$ cat config.mk
export PLATFORM = sky130hd
export DESIGN_NAME = ice51_top
export DESIGN_NICKNAME = d
export VERILOG_FILES = /design/src/ice51_pkg.sv /design/src/periph_bus_if.sv /design/src/code_store.sv /design/src/cpu_core.sv /design/src/ice51_top.sv /design/src/uart_rx.sv /design/src/uart_tx_periph.sv
export SDC_FILE = /design/constraint.sdc
export NUM_CORES = 2
export LEC_CHECK = 0
export ABC_CLOCK_PERIOD_IN_PS = 4300
export BUFFER_PORTS_ARGS = -buffer_cell sky130_fd_sc_hd__buf_2
export CELL_PAD_IN_SITES_DETAIL_PLACEMENT = 0
export CELL_PAD_IN_SITES_GLOBAL_PLACEMENT = 1
export CORE_MARGIN = 3
export CORE_UTILIZATION = 51
export DETAILED_ROUTE_END_ITERATION = 10
export GPL_TIMING_DRIVEN = 0
export MAX_ROUTING_LAYER = met4
export PLACE_DENSITY_LB_ADDON = 0.1
export SYNTH_ARGS = -nofsm -noshare
export SYNTH_HDL_FRONTEND = slang
export SYNTH_SLANG_ARGS = --single-unit
$ cat constraint.sdc
create_clock -name i_clk -period 4.3 [get_ports i_clk]
set_clock_uncertainty 0.1 [all_clocks]
set_input_delay 0.645 -clock i_clk [delete_from_list [all_inputs] [get_ports i_clk]]
set_output_delay 0.645 -clock i_clk [all_outputs]
set_load 0.01 [all_outputs]
$ cat src/ice51_pkg.sv
package ice51_pkg;

   ////////////////////
   // widths and timing

   localparam int BIT_CYCLES = 104;                 // clocks per serial bit
   localparam int SAMPLE_W   = $clog2(BIT_CYCLES);
   localparam int CODE_AW    = 8;                   // 256 bytes of code
   localparam int PERIPH_AW  = 16;

   // MOVX targets matched against DPTR
   localparam logic [PERIPH_AW-1:0] UART_STAT_ADDR = 16'h0200;
   localparam logic [PERIPH_AW-1:0] UART_DATA_ADDR = 16'h0201;

   ////////////////////
   // types

   typedef logic [7:0]          byte_t;
   typedef logic [CODE_AW-1:0]  code_addr_t;
   typedef logic [SAMPLE_W-1:0] sample_cnt_t;

   typedef enum logic [2:0] {FETCH, DECODE0, DECODE1, DECODE2, EXECUTE} cpu_state_e;

   // register forms keep rn in the low three bits
   typedef enum logic [7:0] {
      NOP    = 8'h00,
      INCA   = 8'h04,
      DECA   = 8'h14,
      ADDAI  = 8'h24,
      ADDAR  = 8'h28,
      JC     = 8'h40,
      JNC    = 8'h50,
      JZ     = 8'h60,
      JNZ    = 8'h70,
      MOVAI  = 8'h74,
      SJMP   = 8'h80,
      MOVDP  = 8'h90,
      DJNZR  = 8'hD8,
      MOVXAD = 8'hE0,
      CLRA   = 8'hE4,
      MOVAR  = 8'hE8,
      MOVXDA = 8'hF0,
      MOVRA  = 8'hF8
   } opcode_e;

   typedef enum logic [1:0] {TX_IDLE, TX_START, TX_SEND} tx_state_e;
   typedef enum logic [1:0] {RX_IDLE, RX_START, RX_DATA, RX_STOP} rx_state_e;

endpackage

$ cat src/periph_bus_if.sv
`timescale 1ns/1ps

interface periph_bus_if;
   import ice51_pkg::*;

   logic                 psel;
   logic                 penable;
   logic                 pwrite;
   logic [PERIPH_AW-1:0] paddr;
   byte_t                pwdata;
   byte_t                prdata;
   logic                 pready;   // low stretches the access phase

   modport master (output psel, penable, pwrite, paddr, pwdata, input prdata, pready);
   modport slave  (input psel, penable, pwrite, paddr, pwdata, output prdata, pready);

endinterface

$ cat src/code_store.sv
`timescale 1ns/1ps

module code_store (
   input  logic                  i_clk,
   input  logic                  i_nrst,
   input  logic                  i_rx_valid,
   input  ice51_pkg::byte_t      i_rx_data,
   input  ice51_pkg::code_addr_t i_fetch_addr,
   output ice51_pkg::byte_t      o_fetch_data,
   output logic                  o_run
);
   import ice51_pkg::*;

   byte_t      mem [0:2**CODE_AW-1];
   byte_t      len_q;       // program length from the first byte
   code_addr_t wr_ptr;
   logic       len_seen;
   logic       code_wr;
   logic       last_byte;

   assign code_wr   = i_rx_valid & len_seen & ~o_run;
   assign last_byte = (wr_ptr == code_addr_t'(len_q - 8'd1));

   always_ff @(posedge i_clk or negedge i_nrst) begin
      if (!i_nrst) begin
         len_q    <= '0;
         wr_ptr   <= '0;
         len_seen <= 1'b0;
         o_run    <= 1'b0;
      end else if (i_rx_valid && !len_seen) begin
         len_q    <= i_rx_data;
         len_seen <= 1'b1;
      end else if (code_wr) begin
         wr_ptr <= wr_ptr + 1'b1;
         if (last_byte) o_run <= 1'b1;   // held until reset
      end
   end

   always_ff @(posedge i_clk) begin
      if (code_wr) mem[wr_ptr] <= i_rx_data;
   end

   assign o_fetch_data = mem[i_fetch_addr];   // async read for the core

endmodule

$ cat src/cpu_core.sv
`timescale 1ns/1ps

module cpu_core (
   input  logic                  i_clk,
   input  logic                  i_nrst,
   input  logic                  i_run,
   output ice51_pkg::code_addr_t o_fetch_addr,
   input  ice51_pkg::byte_t      i_fetch_data,
   periph_bus_if.master          bus
);
   import ice51_pkg::*;

   cpu_state_e           state;
   opcode_e              op_dec;     // decode of the byte on the fetch port
   opcode_e              op_q;
   logic [2:0]           rn_q;
   byte_t                imm1_q;
   byte_t                imm2_q;
   code_addr_t           pc;
   code_addr_t           pc_rel;
   byte_t                acc;
   logic                 carry;
   logic [PERIPH_AW-1:0] dptr;
   byte_t                regs [0:7];
   byte_t                rn_val;
   byte_t                rn_dec;
   byte_t                add_src;
   logic [8:0]           sum;
   logic                 two_byte;
   logic                 three_byte;
   logic                 is_movx;
   logic                 apb_access;
   logic                 exec_done;
   logic                 take_jump;

   function automatic opcode_e decode_op(input byte_t b);
      opcode_e op;
      byte_t   base;
      base = {b[7:3], 3'b000};
      if (base inside {ADDAR, MOVAR, MOVRA, DJNZR}) begin
         op = opcode_e'(base);
      end else if (b inside {INCA, DECA, ADDAI, JC, JNC, JZ, JNZ, MOVAI, SJMP,
                             MOVDP, MOVXAD, CLRA, MOVXDA}) begin
         op = opcode_e'(b);
      end else begin
         op = NOP;   // anything unknown runs as a 1 byte nop
      end
      return op;
   endfunction

   ////////////////////
   // decode

   assign op_dec     = decode_op(i_fetch_data);
   assign two_byte   = op_dec inside {MOVAI, ADDAI, SJMP, JZ, JNZ, JC, JNC, DJNZR};
   assign three_byte = (op_dec == MOVDP);

   assign o_fetch_addr = pc;
   assign rn_val       = regs[rn_q];
   assign rn_dec       = rn_val - 8'd1;
   assign add_src      = (op_q == ADDAR) ? rn_val : imm1_q;
   assign sum          = {1'b0, acc} + {1'b0, add_src};

   // pc already points past the instruction here
   assign pc_rel = pc + code_addr_t'({{CODE_AW{imm1_q[7]}}, imm1_q});

   always_comb begin
      case (op_q)
         SJMP:    take_jump = 1'b1;
         JZ:      take_jump = (acc == 8'd0);
         JNZ:     take_jump = (acc != 8'd0);
         JC:      take_jump = carry;
         JNC:     take_jump = ~carry;
         DJNZR:   take_jump = (rn_dec != 8'd0);
         default: take_jump = 1'b0;
      endcase
   end

   ////////////////////
   // apb master

   assign is_movx   = op_q inside {MOVXDA, MOVXAD};
   assign exec_done = ~is_movx | (apb_access & bus.pready);

   assign bus.psel    = (state == EXECUTE) & is_movx;
   assign bus.penable = apb_access;
   assign bus.pwrite  = (op_q == MOVXDA);
   assign bus.paddr   = dptr;
   assign bus.pwdata  = acc;

   ////////////////////
   // sequencer and pc

   always_ff @(posedge i_clk or negedge i_nrst) begin
      if (!i_nrst) begin
         state      <= FETCH;
         pc         <= '0;
         op_q       <= NOP;
         rn_q       <= '0;
         apb_access <= 1'b0;
      end else begin
         case (state)
            FETCH: if (i_run) state <= DECODE0;   // held here until loaded
            DECODE0: begin
               op_q  <= op_dec;
               rn_q  <= i_fetch_data[2:0];
               pc    <= pc + 1'b1;
               state <= (two_byte | three_byte) ? DECODE1 : EXECUTE;
            end
            DECODE1: begin
               pc    <= pc + 1'b1;
               state <= (op_q == MOVDP) ? DECODE2 : EXECUTE;
            end
            DECODE2: begin
               pc    <= pc + 1'b1;
               state <= EXECUTE;
            end
            EXECUTE: begin
               if (is_movx && !apb_access) apb_access <= 1'b1;   // setup -> access
               if (exec_done) begin
                  apb_access <= 1'b0;
                  state      <= FETCH;
                  if (take_jump) pc <= pc_rel;
               end
            end
            default: state <= FETCH;
         endcase
      end
   end

   always_ff @(posedge i_clk) begin
      if (state == DECODE1) imm1_q <= i_fetch_data;
      if (state == DECODE2) imm2_q <= i_fetch_data;
   end

   ////////////////////
   // acc, carry, dptr

   always_ff @(posedge i_clk or negedge i_nrst) begin
      if (!i_nrst) begin
         acc   <= '0;
         carry <= 1'b0;
         dptr  <= '0;
      end else if (state == EXECUTE && exec_done) begin
         case (op_q)
            MOVAI:  acc <= imm1_q;
            ADDAI, ADDAR: begin
               acc   <= sum[7:0];
               carry <= sum[8];
            end
            MOVAR:  acc <= rn_val;
            INCA:   acc <= acc + 8'd1;   // carry untouched
            DECA:   acc <= acc - 8'd1;
            CLRA:   acc <= '0;
            MOVDP:  dptr <= PERIPH_AW'({imm1_q, imm2_q});   // high byte first
            MOVXAD: acc <= bus.prdata;
            default: ;
         endcase
      end
   end

   always_ff @(posedge i_clk) begin
      if (state == EXECUTE) begin
         if (op_q == MOVRA) begin
            regs[rn_q] <= acc;
         end else if (op_q == DJNZR) begin
            regs[rn_q] <= rn_dec;
         end
      end
   end

endmodule

$ cat src/ice51_top.sv
`timescale 1ns/1ps

module ice51_top (
   input  logic i_clk,
   input  logic i_nrst,
   input  logic i_uart_rx,
   output logic o_uart_tx
);
   import ice51_pkg::*;

   logic       rx_valid;
   byte_t      rx_data;
   logic       run;
   code_addr_t fetch_addr;
   byte_t      fetch_data;

   periph_bus_if bus ();   // core to transmitter

   uart_rx u_rx (
      .i_clk      (i_clk),
      .i_nrst     (i_nrst),
      .i_rx       (i_uart_rx),
      .o_rx_valid (rx_valid),
      .o_rx_data  (rx_data)
   );

   code_store u_code (
      .i_clk        (i_clk),
      .i_nrst       (i_nrst),
      .i_rx_valid   (rx_valid),
      .i_rx_data    (rx_data),
      .i_fetch_addr (fetch_addr),
      .o_fetch_data (fetch_data),
      .o_run        (run)
   );

   cpu_core u_core (
      .i_clk        (i_clk),
      .i_nrst       (i_nrst),
      .i_run        (run),
      .o_fetch_addr (fetch_addr),
      .i_fetch_data (fetch_data),
      .bus          (bus.master)
   );

   uart_tx_periph u_tx (
      .i_clk  (i_clk),
      .i_nrst (i_nrst),
      .bus    (bus.slave),
      .o_tx   (o_uart_tx)
   );

endmodule

$ cat src/uart_rx.sv
`timescale 1ns/1ps

module uart_rx (
   input  logic             i_clk,
   input  logic             i_nrst,
   input  logic             i_rx,
   output logic             o_rx_valid,
   output ice51_pkg::byte_t o_rx_data
);
   import ice51_pkg::*;

   logic [1:0]  rx_sync;   // two flop resync
   logic        rx_line;
   rx_state_e   state;
   sample_cnt_t cnt;
   logic [2:0]  bit_idx;
   byte_t       shift;
   logic        half_bit;
   logic        full_bit;

   assign rx_line  = rx_sync[1];
   assign half_bit = (cnt == sample_cnt_t'(BIT_CYCLES/2 - 1));
   assign full_bit = (cnt == sample_cnt_t'(BIT_CYCLES - 1));

   always_ff @(posedge i_clk or negedge i_nrst) begin
      if (!i_nrst) begin
         rx_sync <= 2'b11;   // idle line is high
      end else begin
         rx_sync <= {rx_sync[0], i_rx};
      end
   end

   always_ff @(posedge i_clk or negedge i_nrst) begin
      if (!i_nrst) begin
         state   <= RX_IDLE;
         cnt     <= '0;
         bit_idx <= '0;
      end else begin
         case (state)
            RX_IDLE: begin
               cnt     <= '0;
               bit_idx <= '0;
               if (!rx_line) state <= RX_START;
            end
            RX_START: begin
               if (half_bit) begin
                  cnt   <= '0;
                  // glitch shorter than half a bit goes back to idle
                  state <= rx_line ? RX_IDLE : RX_DATA;
               end else begin
                  cnt <= cnt + 1'b1;
               end
            end
            RX_DATA: begin
               if (full_bit) begin
                  cnt     <= '0;
                  bit_idx <= bit_idx + 1'b1;
                  if (bit_idx == 3'd7) state <= RX_STOP;
               end else begin
                  cnt <= cnt + 1'b1;
               end
            end
            RX_STOP: begin
               if (full_bit) begin
                  cnt   <= '0;
                  state <= RX_IDLE;
               end else begin
                  cnt <= cnt + 1'b1;
               end
            end
            default: state <= RX_IDLE;
         endcase
      end
   end

   // lsb first, sampled mid-bit
   always_ff @(posedge i_clk) begin
      if (state == RX_DATA && full_bit) shift <= {rx_line, shift[7:1]};
   end

   assign o_rx_valid = (state == RX_STOP) & full_bit & rx_line;   // framing check
   assign o_rx_data  = shift;

endmodule

$ cat src/uart_tx_periph.sv
`timescale 1ns/1ps

module uart_tx_periph (
   input  logic        i_clk,
   input  logic        i_nrst,
   periph_bus_if.slave bus,
   output logic        o_tx
);
   import ice51_pkg::*;

   tx_state_e   state;
   sample_cnt_t cnt;
   logic [3:0]  bit_cnt;   // 8 data bits then stop
   byte_t       shift;
   logic        busy;
   logic        sel_stat;
   logic        sel_data;
   logic        wr_accept;
   logic        bit_end;

   ////////////////////
   // apb side

   assign sel_stat = (bus.paddr == UART_STAT_ADDR);
   assign sel_data = (bus.paddr == UART_DATA_ADDR);
   assign busy     = (state != TX_IDLE);
   assign bit_end  = (cnt == sample_cnt_t'(BIT_CYCLES - 1));

   // data writes stall while a byte is still on the line
   assign bus.pready = ~(bus.pwrite & sel_data & busy);
   assign bus.prdata = (sel_stat & ~bus.pwrite) ? {7'd0, busy} : '0;
   assign wr_accept  = bus.psel & bus.penable & bus.pwrite & sel_data & ~busy;

   ////////////////////
   // serial side

   always_ff @(posedge i_clk or negedge i_nrst) begin
      if (!i_nrst) begin
         state   <= TX_IDLE;
         cnt     <= '0;
         bit_cnt <= '0;
      end else begin
         case (state)
            TX_IDLE: begin
               cnt     <= '0;
               bit_cnt <= '0;
               if (wr_accept) state <= TX_START;
            end
            TX_START: begin
               if (bit_end) begin
                  cnt   <= '0;
                  state <= TX_SEND;
               end else begin
                  cnt <= cnt + 1'b1;
               end
            end
            TX_SEND: begin
               if (bit_end) begin
                  cnt     <= '0;
                  bit_cnt <= bit_cnt + 1'b1;
                  if (bit_cnt == 4'd8) state <= TX_IDLE;   // stop bit done
               end else begin
                  cnt <= cnt + 1'b1;
               end
            end
            default: state <= TX_IDLE;
         endcase
      end
   end

   // ones shift in behind the data, giving the stop bit
   always_ff @(posedge i_clk) begin
      if (wr_accept) begin
         shift <= bus.pwdata;
      end else if (state == TX_SEND && bit_end) begin
         shift <= {1'b1, shift[7:1]};
      end
   end

   always_comb begin
      case (state)
         TX_START: o_tx = 1'b0;
         TX_SEND:  o_tx = shift[0];
         default:  o_tx = 1'b1;
      endcase
   end

endmodule

==> qor.csv <==
metric;value;unit
outcome;finished with violations;
failed_checks;max-capacitance violations, max-slew violations, negative setup slack;
sort_of_element_at_the_end_of_the_critical_path;flop;
postSynthAreaPerCell;19.7;sq um
syn_inst;4543;
finalSetupViolCount;13;
synth_fp_nets;4587;
dpl_cell_area;94800;sq um
route.vias.total;52100;
cts_sinks;2237;
vias_in_the_first_global_route;48800;
power.density_cell_area;399;nW/um^2
static_leak;0.0342;uW
r2r_cells;11;
floorplan.die.width;425;microns
main_synth_ff_type;sky130_fd_sc_hd__edfxtp_1;
drive_above_1_share;0.303;
final_hold_viol_count;0;
cts_tree;yes;
period_share;1.06;
clock_tree.buffer_depth;3;
initial_utilization;0.514;
global_route.usage.total;0.368;
cts.clk_slew.worst_paths;0.07;ns
fin_area;108000;sq um
numPortBuffers;3;
ff_to_ff_start;u_core.o_fetch_addr[1];
worst_r2r_endpoint;u_core.op_q[4];
antenna_left;0;
synth.cell_area;89500;sq um
grt_first_pass_wirelength;429000;microns
r2r_setup_slack;-0.26;ns
drt_iter0_markers;9262;
final_core_utilization;0.619;
rows;153;
post_drt_via_cell_ratio;6.81;
flow.area_growth_from_synthesis;20.4;%
critPathKind;flop to flop;
number_of_antenna_violations_at_the_first_check_in_global_routing;20;
die_h;425;microns
max_flop_register;u_code.mem;
total_clock_buffers_created_by_cts;227;
worst-slew-pin-transition;1.64;ns
io_pins;4;
yosysWarnings;0;
peak_ir_drop_on_the_vdd_network;480;uV
ctsHtreeMaxLevel;4;
mostFrequentLayoutCells;sky130_fd_sc_hd__edfxtp_1, sky130_fd_sc_hd__mux4_2, sky130_fd_sc_hd__buf_4;
synth_enable_flop_cells;2144;
largest_net_degree_at_the_start_of_global_routing;63;
placeableCoreArea;174000;sq um
hold_class;input port to async pin;
final.min_clock_period;4.56;ns
cp_data_required_time;4.96;ns
cts.root.buffer_cell;sky130_fd_sc_hd__clkbuf_16;
grt_overflow;0;
place_ws;-2.81;ns
place_hpwl;212000;microns
worst_slew_margin_rel;-0.0954;
drt_wl_total;321000;microns
drc_errors;0;
finalWeightedCongestion;0.962;
synth_seq_cells;2237;
clkLatencyLatePin;0.88;ns
worstPathMaxFanout;8;
layout_setup_ws;-0.260;ns
wl_per_cell;42.0;microns
unrepaired_setup_endpoints_after_global_routing;true;
critPathArrivalTime;5.22;ns
dieArea;181000;sq um
largest_register_ffs;2048;
slew_viol_final;11;
detailedRoute.firstPassIterationCount;8;
fin_nets;5166;
synthDistinctLibCells;89;
leading_cell_type_in_the_layout_fill_and_taps_excluded;sky130_fd_sc_hd__edfxtp_1;
fmaxAchievable;219;MHz
synth_async_sr_flop_share;0.0416;
nature_of_the_critical_path_startpoint;flop;
max-cap-violations;1;
seq_area_frac_synth;0.745;
## cell usage after synthesis, drive strengths merged (8+ instances only)
master / instances / area, sq um
ha: 38 / 475
a31oi: 9 / 56.3
a21o: 10 / 75.1
buf: 153 / 1220
a211oi: 19 / 143
and3: 17 / 106
nor2: 334 / 1250
o211ai: 29 / 218
nor4: 18 / 113
a22o: 24 / 210
nor2b: 36 / 225
or4: 8 / 63.8
clkbuf: 106 / 402
mux2: 50 / 563
or2: 15 / 93.8
a22oi: 110 / 826
o22ai: 31 / 194
o21ai: 54 / 270
and2: 14 / 87.6
or3: 8 / 50.1
nand2b: 15 / 93.8
xor2: 21 / 184
mux4: 491 / 11400
o21bai: 10 / 75.1
inv: 40 / 150
nand4: 14 / 100
nand3: 55 / 275
a21oi: 92 / 460
edfxtp: 2144 / 64400
a221oi: 16 / 146
nor3: 41 / 205
dfrtp: 91 / 2280
nand2: 177 / 674
xnor2: 29 / 262
mux2i: 130 / 1300
## layer usage
| metal | vias up | global-route usage | wire length, microns |
|---|---|---|---|
| met2 | 3950 | 0.508 | 140000 |
| met1 | 27400 | 0.497 | 120000 |
| met4 | 0 | 0.175 | 18400 |
| met5 | - | - | 0 |
| met3 | 780 | 0.118 | 43700 |
| li1 | 19900 | - | - |
## power breakdown
| part | leakage [uW] | internal, uW | switching, uW |
|---|---|---|---|
| sequential | 0.0204 | 23500 | 0.907 |
| clock | 0.00349 | 11000 | 8460 |
| combinational | 0.0103 | 5.10 | 22.6 |
## cells by family (layout without fill, tap and decap cells)
logic type	after synthesis	after routing	synth area share
other cells	0	20	0
fa+ha+maj	41	41	0.00598
xor+xnor	50	50	0.00498
mux	671	671	0.148
compound gates	459	459	0.0356
simple gates	784	784	0.0407
buf+inv	301	1068	0.0199
flops	2237	2237	0.745
## through the flow
step           power [uW]  cells  hold slack [ns]   TNS, ns
2_1_floorplan       24000   4543            0.245         0
3_3_place_gp        24000   6871            0.248  -9708.62
3_5_place_dp        24000   6961            0.249  -2006.60
4_1_cts             43000   7592            0.136    -58.71
5_1_grt             44000   7649            0.171     -4.52
6_report            43000   7655            0.181     -1.40
## worst max-delay path, cell delays in order (launching register included)
cell                       delay (ns)
sky130_fd_sc_hd__dfrtp_1         0.42
sky130_fd_sc_hd__buf_12          0.18
sky130_fd_sc_hd__nor2_4          0.42
sky130_fd_sc_hd__nand2_1         0.33
sky130_fd_sc_hd__or4_1           0.60
sky130_fd_sc_hd__o211ai_1        0.77
sky130_fd_sc_hd__or4_4           0.36
sky130_fd_sc_hd__nand4_4         0.19
sky130_fd_sc_hd__buf_4           0.23
sky130_fd_sc_hd__a211oi_1        0.46
sky130_fd_sc_hd__o21ai_2         0.18
sky130_fd_sc_hd__o221ai_2        0.18
## worst max-delay path by stage
stage,to,from,slack (ns)
6_report,u_core.op_q[4],u_core.o_fetch_addr[1],-0.26
5_1_grt,u_core.op_q[5],u_core.o_fetch_addr[1],-0.13
4_1_cts,u_code.mem[242][5],u_rx.cnt[0],-0.21
3_5_place_dp,u_core.state[2],u_core.o_fetch_addr[1],-2.81
3_3_place_gp,u_code.mem[26][1],u_rx.o_rx_data[1],-3.90
2_1_floorplan,u_code.mem[0][1],u_rx.o_rx_data[1],0.12
## final cells by class
type,instances,area (sq um)
clock inverters,113,1040
clock buffers,304,6120
multi-input cells,2005,22700
well taps,2325,2910
inverters,42,176
repair buffers,357,4690
fillers,12300,66400
diodes,20,50.0
plain buffers,252,3420
flip-flops and latches,2237,66700
## timing repair
item	CTS	global route
setup endpoints to repair	2073	1962
buffers inserted	214	48
pin swaps	103	37
gates resized for setup	760	114
hold endpoints to repair	33	0
hold buffers	2	0
Note: power is estimated with default switching activity, not from simulation.
